$ cat src/hdl/fprint_pkg.sv
`default_nettype none

package fprint_pkg;

	localparam int CRC_WIDTH           = 16;
	localparam int TASK_ID_WIDTH       = 4;
	localparam int NUM_TASKS           = 16;
	localparam int WORD_WIDTH          = 32;
	// per task, per core; keep it a power of two
	localparam int DEFAULT_QUEUE_DEPTH = 4;

	typedef enum logic {
		WORD_FPRINT  = 1'b0,
		WORD_CHECKIN = 1'b1
	} word_kind_e;

	typedef logic [TASK_ID_WIDTH-1:0] task_id_t;

	// one core word, read as fingerprint or as check-in depending on kind
	typedef union packed {
		struct packed {
			word_kind_e           kind;
			task_id_t             task_id;
			logic [10:0]          unused;
			logic [CRC_WIDTH-1:0] crc;
		} fprint;
		struct packed {
			word_kind_e  kind;
			task_id_t    task_id;
			logic [26:0] reserved;
		} checkin;
	} core_word_u;

endpackage

`default_nettype wire

$ cat src/hdl/cmp_if.sv
`timescale 1ns/100ps
`default_nettype none

interface cmp_if import fprint_pkg::*; ();

	// buffer side status
	logic [NUM_TASKS-1:0] fprints_ready;
	logic [NUM_TASKS-1:0] checkin;
	logic [CRC_WIDTH-1:0] fprint_0;
	logic [CRC_WIDTH-1:0] fprint_1;
	logic                 tail0_matches_head0;
	logic                 tail1_matches_head1;
	logic                 head0_matches_head1;
	logic                 clear_ack;

	// comparator requests
	task_id_t             task_id;
	logic                 increment_tail;
	logic                 clear_task;

	modport ctrl (
		input  fprints_ready, checkin, fprint_0, fprint_1,
		input  tail0_matches_head0, tail1_matches_head1, head0_matches_head1, clear_ack,
		output task_id, increment_tail, clear_task
	);

	modport buffer (
		output fprints_ready, checkin, fprint_0, fprint_1,
		output tail0_matches_head0, tail1_matches_head1, head0_matches_head1, clear_ack,
		input  task_id, increment_tail, clear_task
	);

endinterface

`default_nettype wire

$ cat src/hdl/fprint_buffer.sv
`timescale 1ns/100ps
`default_nettype none

module fprint_buffer import fprint_pkg::*; #(
	parameter int QUEUE_DEPTH = DEFAULT_QUEUE_DEPTH
) (
	input  logic       clk,
	input  logic       reset,
	input  logic       core0_valid,
	input  logic       core1_valid,
	input  core_word_u core0_word,
	input  core_word_u core1_word,
	cmp_if.buffer      cmp
);

	localparam int PTR_W = $clog2(QUEUE_DEPTH);

	logic [1:0]           valid;
	core_word_u           word [2];

	logic [CRC_WIDTH-1:0] mem [2][NUM_TASKS][QUEUE_DEPTH];
	// head is written by the core, tail is read by the comparator
	logic [PTR_W:0]       head [2][NUM_TASKS];
	logic [PTR_W:0]       tail [2][NUM_TASKS];
	logic [NUM_TASKS-1:0] checked_in [2];

	task_id_t             push_task [2];
	logic [PTR_W-1:0]     push_slot [2];
	logic [1:0]           push;
	logic [1:0]           is_checkin;
	logic [NUM_TASKS-1:0] ready;
	logic                 clear_ack_q;
	logic                 do_clear;
	task_id_t             sel;

	assign valid   = {core1_valid, core0_valid};
	assign word[0] = core0_word;
	assign word[1] = core1_word;

	// decode kind first, then take the matching view
	always_comb begin
		for (int c = 0; c < 2; c++) begin
			is_checkin[c] = valid[c] && (word[c].fprint.kind == WORD_CHECKIN);
			push_task[c]  = word[c].fprint.task_id;
			push_slot[c]  = head[c][push_task[c]][PTR_W-1:0];
			// full when the slot bits agree but the wrap bits differ
			push[c] = valid[c] && (word[c].fprint.kind == WORD_FPRINT) &&
				((head[c][push_task[c]] ^ tail[c][push_task[c]]) != {1'b1, {PTR_W{1'b0}}});
		end
	end

	always_ff @(posedge clk) begin
		for (int c = 0; c < 2; c++) begin
			if (push[c])
				mem[c][push_task[c]][push_slot[c]] <= word[c].fprint.crc;
		end
	end

	// one clear per request, the ack cycle does nothing
	assign do_clear = cmp.clear_task && !clear_ack_q;

	always_ff @(posedge clk or posedge reset) begin
		if (reset) begin
			head        <= '{default: '0};
			tail        <= '{default: '0};
			checked_in  <= '{default: '0};
			clear_ack_q <= 1'b0;
		end else begin
			clear_ack_q <= do_clear;
			for (int c = 0; c < 2; c++) begin
				if (push[c])
					head[c][push_task[c]] <= head[c][push_task[c]] + 1'b1;
				if (is_checkin[c])
					checked_in[c][word[c].checkin.task_id] <= 1'b1;
				if (cmp.increment_tail)
					tail[c][cmp.task_id] <= tail[c][cmp.task_id] + 1'b1;
				// clear wins over a push to the same task in that cycle
				if (do_clear) begin
					head[c][cmp.task_id]       <= '0;
					tail[c][cmp.task_id]       <= '0;
					checked_in[c][cmp.task_id] <= 1'b0;
				end
			end
		end
	end

	always_comb begin
		for (int t = 0; t < NUM_TASKS; t++)
			ready[t] = (head[0][t] != tail[0][t]) && (head[1][t] != tail[1][t]);
	end

	assign sel = cmp.task_id;

	assign cmp.fprints_ready       = ready;
	assign cmp.checkin             = checked_in[0] & checked_in[1];
	assign cmp.fprint_0            = mem[0][sel][tail[0][sel][PTR_W-1:0]];
	assign cmp.fprint_1            = mem[1][sel][tail[1][sel][PTR_W-1:0]];
	assign cmp.tail0_matches_head0 = (tail[0][sel] == head[0][sel]);
	assign cmp.tail1_matches_head1 = (tail[1][sel] == head[1][sel]);
	assign cmp.head0_matches_head1 = (head[0][sel] == head[1][sel]);
	assign cmp.clear_ack           = clear_ack_q;

endmodule

`default_nettype wire

$ cat src/hdl/task_status.sv
`timescale 1ns/100ps
`default_nettype none

module task_status import fprint_pkg::*; (
	input  logic     clk,
	input  logic     reset,
	input  logic     status_write,
	input  logic     mismatch,
	input  task_id_t task_id,
	output logic     status_ack,
	output logic     result_valid,
	output logic     result_mismatch,
	output task_id_t result_task
);

	// last verdict per task, 1 means mismatch
	logic [NUM_TASKS-1:0] verdict;
	logic                 take;

	// status_write is a level, accept it once
	assign take = status_write && !status_ack;

	always_ff @(posedge clk or posedge reset) begin
		if (reset) begin
			verdict      <= '0;
			status_ack   <= 1'b0;
			result_valid <= 1'b0;
			result_task  <= '0;
		end else begin
			status_ack   <= take;
			result_valid <= take;
			if (take) begin
				verdict[task_id] <= mismatch;
				result_task      <= task_id;
			end
		end
	end

	assign result_mismatch = verdict[result_task];

endmodule

`default_nettype wire

$ cat src/hdl/comparator.sv
`timescale 1ns/100ps
`default_nettype none

module comparator import fprint_pkg::*; #(
	parameter int QUEUE_DEPTH = DEFAULT_QUEUE_DEPTH
) (
	input  logic     clk,
	input  logic     reset,
	cmp_if.ctrl      cmp,
	output logic     status_write,
	output logic     mismatch,
	output task_id_t task_id,
	input  logic     status_ack
);

	localparam int CNT_W = $clog2(QUEUE_DEPTH + 1);

	localparam logic [3:0] idle                   = 4'd0;
	localparam logic [3:0] set_task               = 4'd1;
	localparam logic [3:0] check_task_status      = 4'd2;
	localparam logic [3:0] compare_fprints        = 4'd3;
	localparam logic [3:0] increment_tail_pointer = 4'd4;
	localparam logic [3:0] check_if_done          = 4'd5;
	localparam logic [3:0] task_complete          = 4'd6;
	localparam logic [3:0] mismatch_detected      = 4'd7;
	localparam logic [3:0] st_clear_task          = 4'd8;
	localparam logic [3:0] write_status           = 4'd9;

	logic [3:0]           state;
	logic [NUM_TASKS-1:0] pending;
	task_id_t             next_task;
	logic                 queue_empty;
	// pairs drained since the task was locked
	logic [CNT_W-1:0]     pair_count;

	// lowest task with work wins
	always_comb begin
		pending   = cmp.fprints_ready | cmp.checkin;
		next_task = '0;
		for (int i = NUM_TASKS - 1; i >= 0; i--) begin
			if (pending[i])
				next_task = task_id_t'(i);
		end
	end

	assign queue_empty = cmp.tail0_matches_head0 || cmp.tail1_matches_head1;

	always_ff @(posedge clk or posedge reset) begin
		if (reset) begin
			state <= idle;
		end else begin
			case (state)
				idle:
					if (|pending)
						state <= set_task;
				set_task:
					state <= check_task_status;
				check_task_status:
					if (cmp.fprints_ready[task_id])
						state <= compare_fprints;
					else if (cmp.checkin[task_id])
						state <= task_complete;
					else
						state <= idle;
				compare_fprints:
					if (cmp.fprint_0 == cmp.fprint_1)
						state <= increment_tail_pointer;
					else
						state <= mismatch_detected;
				increment_tail_pointer:
					state <= check_if_done;
				check_if_done:
					// pointers already reflect the pop here
					if (queue_empty)
						state <= cmp.checkin[task_id] ? task_complete : idle;
					else if (pair_count == CNT_W'(QUEUE_DEPTH))
						state <= idle;
					else
						state <= compare_fprints;
				task_complete:
					// both cores checked in, counts must agree
					if (cmp.head0_matches_head1)
						state <= st_clear_task;
					else
						state <= mismatch_detected;
				mismatch_detected:
					state <= st_clear_task;
				st_clear_task:
					if (cmp.clear_ack)
						state <= write_status;
				write_status:
					if (status_ack)
						state <= idle;
				default:
					state <= idle;
			endcase
		end
	end

	always_ff @(posedge clk or posedge reset) begin
		if (reset) begin
			task_id    <= '0;
			mismatch   <= 1'b0;
			pair_count <= '0;
		end else begin
			// lock the task, the encoder may change under us
			if (state == set_task) begin
				task_id    <= next_task;
				pair_count <= '0;
			end
			if (state == increment_tail_pointer)
				pair_count <= pair_count + 1'b1;
			if (state == mismatch_detected)
				mismatch <= 1'b1;
			else if (state == idle)
				mismatch <= 1'b0;
		end
	end

	assign cmp.task_id        = task_id;
	assign cmp.increment_tail = (state == increment_tail_pointer);
	assign cmp.clear_task     = (state == st_clear_task);
	assign status_write       = (state == write_status);

endmodule

`default_nettype wire

$ cat src/hdl/fprint_unit.sv
`timescale 1ns/100ps
`default_nettype none

module fprint_unit import fprint_pkg::*; #(
	parameter int QUEUE_DEPTH = DEFAULT_QUEUE_DEPTH
) (
	input  logic                  clk,
	input  logic                  reset,
	input  logic                  core0_valid,
	input  logic [WORD_WIDTH-1:0] core0_word,
	input  logic                  core1_valid,
	input  logic [WORD_WIDTH-1:0] core1_word,
	output logic                  result_valid,
	output task_id_t              result_task,
	output logic                  result_mismatch
);

	cmp_if cmp_bus ();

	logic     status_write;
	logic     status_mismatch;
	logic     status_ack;
	task_id_t status_task;

	fprint_buffer #(
		.QUEUE_DEPTH (QUEUE_DEPTH)
	) u_fprint_buffer (
		.clk         (clk),
		.reset       (reset),
		.core0_valid (core0_valid),
		.core1_valid (core1_valid),
		.core0_word  (core_word_u'(core0_word)),
		.core1_word  (core_word_u'(core1_word)),
		.cmp         (cmp_bus)
	);

	comparator #(
		.QUEUE_DEPTH (QUEUE_DEPTH)
	) u_comparator (
		.clk          (clk),
		.reset        (reset),
		.cmp          (cmp_bus),
		.status_write (status_write),
		.mismatch     (status_mismatch),
		.task_id      (status_task),
		.status_ack   (status_ack)
	);

	task_status u_task_status (
		.clk             (clk),
		.reset           (reset),
		.status_write    (status_write),
		.mismatch        (status_mismatch),
		.task_id         (status_task),
		.status_ack      (status_ack),
		.result_valid    (result_valid),
		.result_mismatch (result_mismatch),
		.result_task     (result_task)
	);

endmodule

`default_nettype wire

$ cat config.mk
export PLATFORM = sky130hd
export DESIGN_NAME = fprint_unit
export DESIGN_NICKNAME = d
export VERILOG_FILES = /design/src/hdl/fprint_pkg.sv /design/src/hdl/cmp_if.sv /design/src/hdl/fprint_buffer.sv /design/src/hdl/task_status.sv /design/src/hdl/comparator.sv /design/src/hdl/fprint_unit.sv
export SDC_FILE = /design/constraint.sdc
export NUM_CORES = 2
export LEC_CHECK = 0
export ABC_AREA = 1
export BUFFER_PORTS_ARGS = -buffer_cell sky130_fd_sc_hd__buf_2
export CAP_MARGIN = 15
export CORE_MARGIN = 1
export CORE_UTILIZATION = 45
export CTS_CLUSTER_SIZE = 12
export DETAILED_ROUTE_END_ITERATION = 10
export HOLD_SLACK_MARGIN = 0.06
export PLACE_DENSITY = 0.63
export REMOVE_ABC_BUFFERS = 1
export SLEW_MARGIN = 20
export SYNTH_ARGS = -nofsm -noshare
export SYNTH_HDL_FRONTEND = slang
export SYNTH_SLANG_ARGS = --single-unit
$ cat constraint.sdc
create_clock -name clk -period 12.1 [get_ports clk]
set_input_delay 0 -clock clk [delete_from_list [all_inputs] [get_ports clk]]
set_output_delay 0 -clock clk [all_outputs]
set_load 0.02 [all_outputs]
* Yosys cells after proc, flatten, opt, wreduce, memory -nomap -nowiden
Memories as Yosys holds them, arrays and structs flattened.
Cells that the tools add are included.
** Storage, ports and cells
- Input bits :: 68
- Output and inout bits :: 6
- Memories kept :: 1
- Register bits :: 258
- RAM bits :: 2048
** Memories
- u_fprint_buffer.mem :: words 2, bits a word 1024, rd ports 2, clocked after Yosys merged registers in 0, wr ports 2, line fprint_buffer.sv:21 : logic [CRC_WIDTH-1:0] mem [2][NUM_TASKS][QUEUE_DEPTH];
** Cells by class
- Bitwise logic cells :: 23
- Add/sub/neg operators :: 5
- Muxes and demuxes :: 113
- Equal/unequal tests :: 51
- Reduce and logical (&&, ||, !) cells :: 40
- Magnitude comparators :: 19
** Operators with widths (count)
- $mux 1024 :: 2
- $bmux 64 s4 :: 2
- $demux 64 s4 :: 2
- $mux 48 :: 8
- $mux 64 :: 6
- $and 48x48->48 :: 4
- $bwmux 48 :: 4
- $mux 16 :: 10
- $bmux 3 s4 :: 8
- $ne 3x3->1 :: 32
- $mux 4 :: 22
- $mux 3 :: 22
- $bmux 16 s2 :: 2
- $demux 16 s2 :: 2
- $and 16x16->16 :: 3
- $not 48->48 :: 1
- $or 16x16->16 :: 3
- $pmux 4 s10 :: 1
- $demux 3 s4 :: 3
- $logic_and 1x1->1 :: 32
- $lt 4x5->1 const B :: 4
- $bwmux 16 :: 1
- $eq 16x16->1 :: 1
- $eq 4x3->1 const B :: 4
- 29 further kinds :: 72

* Depth between registers and ports, before layout
- Depth after elaboration :: 19
- Depth in mapped cells :: 26

* Modules after synthesis
A second synthesis with hierarchy kept.
** Second synthesis, totals
- Cell total of the unflattened synthesis :: 8001
- Area, all modules :: 96426.2 sq um
** By module, submodules not included
- fprint_buffer :: area each 93803.7 sq um, cells an instance 7604, instances 1
- comparator :: area each 1529.0 sq um, cells an instance 249, instances 1
- task_status :: area each 1093.5 sq um, cells an instance 148, instances 1

* Worst setup path before layout
No wires, ideal clock.
- Path kind :: flip-flop to flip-flop
- Start point :: register u_fprint_buffer.head[60] in the netlist's numbering
- End point :: memory u_fprint_buffer.mem[0][400] in the netlist's numbering (enable)
- Cell stages (with the launch flop) :: 11
- Arrival :: 2435 ps
- Setup slack :: 9276 ps
- Required time :: 11711 ps
- Path buffers :: 2
- Setup time :: 389 ps
- Path through :: dfrtp_1 o22ai_1 o21ai_0 nand2_1 nor2_4 inv_1 clkbuf_1 ha_1 inv_1 clkbuf_1 nor2_1
** RTL lines
- from (decl) :: line fprint_buffer.sv:23 : logic [PTR_W:0] head [2][NUM_TASKS];
- from (signal, indexed assignment) :: line fprint_buffer.sv:72 : head[c][push_task[c]] <= head[c][push_task[c]] + 1'b1;
- to (decl) :: line fprint_buffer.sv:21

* Final worst setup path
- Start point :: register u_comparator.task_id[0] (netlist: u_comparator.cmp.task_id[0])
- End point :: register u_comparator.state[0]
** On the way
- Longest elaborated chain between the ends :: 11
** Ends and longest elaborated chain
- from (decl) :: line comparator.sv:12 : output task_id_t task_id,
- from (signal assigned) :: line comparator.sv:108 : task_id <= next_task;
- $not 4->5 (not written as such)
- $bmux 3 s4, on equally long branches
- $mux 3, on equally long branches (2 in a row) :: line fprint_buffer.sv:98, fprint_buffer.sv:99
- $not 2->3, on equally long branches :: line fprint_buffer.sv:96, fprint_buffer.sv:97
- $bmux 16 s2, on equally long branches :: line fprint_buffer.sv:96, fprint_buffer.sv:97
- $mux 16, on equally long branches (2 in a row) :: line fprint_buffer.sv:96, fprint_buffer.sv:97
- $eq 16x16->1 :: line comparator.sv:66 : if (cmp.fprint_0 == cmp.fprint_1)
- $mux 2 :: line comparator.sv:66
- $pmux 4 s10 * :: line comparator.sv:52 : case (state)
- to (signal assigned) :: line comparator.sv:55 : state <= set_task;
- to (signal assigned) :: line comparator.sv:67 : state <= increment_tail_pointer;
- to (signal assigned) :: line comparator.sv:69 : state <= mismatch_detected;
- to (decl) :: line comparator.sv:29 : logic [3:0] state;
Mark *: on every way between the ends. The rest lies on a longest branch, timed or not. The select of a mux whose other input is x is not followed.
A chain may end at the register's enable or synchronous reset.

==> impl_results.md <==
- Reg area: 68000 µm²
- Outcome: completed
- Ys Warns: 0
- Placed cell area: 101000 µm²
- RSZ-0062 raised after global routing: no
- Worst path required time: 12.89 ns
- Core Util, Final: 0.503
- Post-synthesis sequential area ratio: 0.700
- Max clock buf depth: 3
- Max-Cap Viols: 0
- HPWL Detailed: 166000 µm
- Worst Hold End: u_fprint_buffer.checked_in[28]
- Critical path startpoint category: register
- Worst Reg2Reg Path Length in Cells: 24
- Comb pwr share: 0.230
- Synth top area share: 0.633
- Final WS setup: 5.64 ns
- Critical path type: register to register
- Die W: 467 µm
- Most common cell in the netlist: nand2_1
- CP startpoint: u_comparator.cmp.task_id[0]
- Peak supply drop: 0.171 mV
- Fin crit share: 0.534
- Row count: 170
- Starting DRT DRC Count: 8235
- Fmax: 155 MHz
- Clock latency at the later pin of the worst-skew pair: 0.90 ns
- Internal power: 13800 µW
- Vias per inst: 5.62
- Area of the multi-input gates: 25900 µm²
- Worst R2R Setup Slack: 5.64 ns
- Setup TNS: 0 ns
- Largest net degree at the start of global routing: 146
- Final std cell area, no fill: 108000 µm²
- Fin. max-slew vios: 0
- Yosys reg bits: 2306
- Most frequent cells after synthesis: 3984 x nand2_1, 2048 x edfxtp_1, 417 x nor2_1
- Synth Flop Type: edfxtp_1
- Leakage: 0.0409 µW
- Crit path DAT: 7.25 ns
- I/O Buffers: 51
- Total I/O pin count: 74
- Gr ovfl total: 0
- # DRC: 0
- Number of flops mapped to enable cells by yosys: 2048
- CTS tree: yes
- Hold-fix buffers at CTS: 55
- Power share of the sequential group: 0.448
- Skew final: 0.0572 ns
- Die height: 467 µm
- Initial core utilization: 0.453
- Post-DR wirelength/cell: 23.9 µm
- 1st-pass router iterations: 6
- Nets: 9270
- Crit Path Max Fanout: 72
- HP Class: input port to register
- Total wire length: 291000 µm
- Synth async-reset ratio: 0.112
- H-tree depth reported by CTS: 4
- Clock sinks: 2306
- Critical path endpoint category: register
- Sw Ratio: 0.326
- Tmin final: 6.46 ns
- Antenna violations before repair: 4
- HP Start: core0_word[28]
- Core Region: 215000 µm²
- PwrDens: 189 nW/µm²
- Routability congestion estimate: 0.915
- Vias: 68400
- Final setup fails: 0
- Mapped Cells: 9097
- Syn Std Cell Area: 97100 µm²
- Num CTS Buffers: 226
- Synth area leaders: edfxtp_1 63%, nand2_1 15%, dfrtp_1 6.6%, nor2_1 1.6%, o21ai_0 1.6%
- Clock power share: 0.322
- Postcts setup bufs: 0
- Pre-CTS setup slack: 5.76 ns
- Fillcell total: 18700
- Vias in the first global route: 65000
- Area Growth Syn to Fin: 11.1%
- Cts repair resizes: 0
- Root buf cell: clkbuf_16
- Final hold vios: 0
- Antenna viol nets, final: 0
- Worst slew pin tran: 1.15 ns
- Cell taking the most area after synthesis: edfxtp_1
- First-pass GRT wire length: 427000 µm
- Post-synth cell types: 55
- Layout cells sized above 1: 0.0677
- Total GRT Usage: 0.265
- Sw Pwr: 6650 µW
- CTS clock-pin slew for the worst setup and hold paths: 0.06 ns
- Worst R2R End: u_comparator.state[0]
- DIE AREA: 218000 µm²
- Syn_area_per_cell: 10.7 µm²
- Worst slew margin: 0.228
- Reg-to-reg startpoint: u_comparator.cmp.task_id[0]
- Hold depth: 6
==> power groups by stage <==
| stage | clock network (µW) | registers, µW | logic, µW |
|---|---|---|---|
| after floorplan | 0 | 9320 | 2960 |
| after global placement | 0 | 9290 | 4540 |
| after detailed placement | 0 | 9300 | 4580 |
| after CTS | 6630 | 9140 | 4620 |
| after global routing | 6900 | 9170 | 5090 |
| final | 6560 | 9150 | 4690 |
==> per-layer routing <==
metal  share of wire  track usage  vias up
met5               0            0        -
li1                -            -    31000
met3           0.086       0.0377      589
met4           0.044        0.113        0
met1            0.42        0.373    33500
met2            0.46        0.413     3338
==> cell usage in the layout, fill, tap and decap left out, drive strengths merged, types with 12 or more instances in the layout <==
master and instances:
o22ai 151, clkbuf 326, clkinv 42, xnor2 56
nand3 288, dfrtp 258, nand4 239, nand2 4003
inv 374, nor3 17, ha 12, nor2 436
a31oi 18, buf 246, edfxtp 2048, a21oi 286
o21ai 389, o211ai 30, dlygate4sd3 55
==> critical path: stages, from the launching register on <==
cell     delay, ns
dfrtp_4       0.84
buf_4         0.77
nand2_4       0.48
inv_8         0.65
buf_4         0.63
buf_4         0.68
nand2_1       0.10
nand3_1       0.11
nand2_1       0.05
nand2_1       0.15
nor2_1        0.13
nand2_1       0.08
nand3_1       0.08
nand2_1       0.29
inv_1         0.07
nand2_1       0.06
nand2_1       0.05
nor2_1        0.08
nand2_1       0.08
nor2_1        0.14
nand2_1       0.32
nand2_1       0.23
nand2_1       0.08
nand2_1       0.06
nand2_1       0.05
==> logic make-up after synthesis <==
group | Yosys count | share of synthesized area
buffers and inverters | 806 | 0.0350
flip-flops | 2306 | 0.700
multiplexers | 1 | 0.000103
XOR/XNOR | 65 | 0.00609
AO/OA/AOI/OAI | 918 | 0.0516
AND/OR/NAND/NOR | 4989 | 0.206
adder cells (fa/ha/maj) | 12 | 0.00155
==> flip-flops by register name, indices dropped and copies added, names as in the netlist, named ones only <==
register,cells
u_comparator.pair_count,3
u_task_status.verdict,16
u_fprint_buffer.checked_in,32
u_comparator.cmp.task_id,4
u_task_status.result_task,4
u_task_status.status_ack,1
u_fprint_buffer.cmp.clear_ack,1
u_fprint_buffer.mem,2048
u_fprint_buffer.head,96
u_comparator.state,4
u_fprint_buffer.tail,90
u_comparator.mismatch,1
==> worst max path at each step <==
stage                                         end  slack [ns]  cells past startpoint
after floorplan           u_fprint_buffer.tail[2]      -12.79                     11
after global placement      u_comparator.state[0]        5.74                     24
after detailed placement    u_comparator.state[0]        5.76                     24
after CTS                   u_comparator.state[0]        5.75                     24
after global routing        u_comparator.state[0]        5.40                     24
final                       u_comparator.state[0]        5.64                     24
==> cell type report <==
type	count	area share
Sequential cell	2306	0.630
Multi-Input combinational cell	5985	0.240
Clock buffer	326	0.0577
Tap cell	2838	0.0329
Timing Repair Buffer	301	0.0220
Inverter	370	0.0134
Clock inverter	52	0.00427
Antenna cell	4	0.0000927
==> per-stage QoR <==
stage / instances / hold slack, ns / total power [µW]
after CTS: 12200 / 0.0743 / 20400
after detailed placement: 11700 / 0.315 / 13900
after floorplan: 8661 / 0.0989 / 12300
final: 12200 / 0.145 / 20400
after global routing: 12200 / 0.184 / 21200
after global placement: 11700 / 0.309 / 13800
Note: power is estimated with default switching activity, not from simulation.
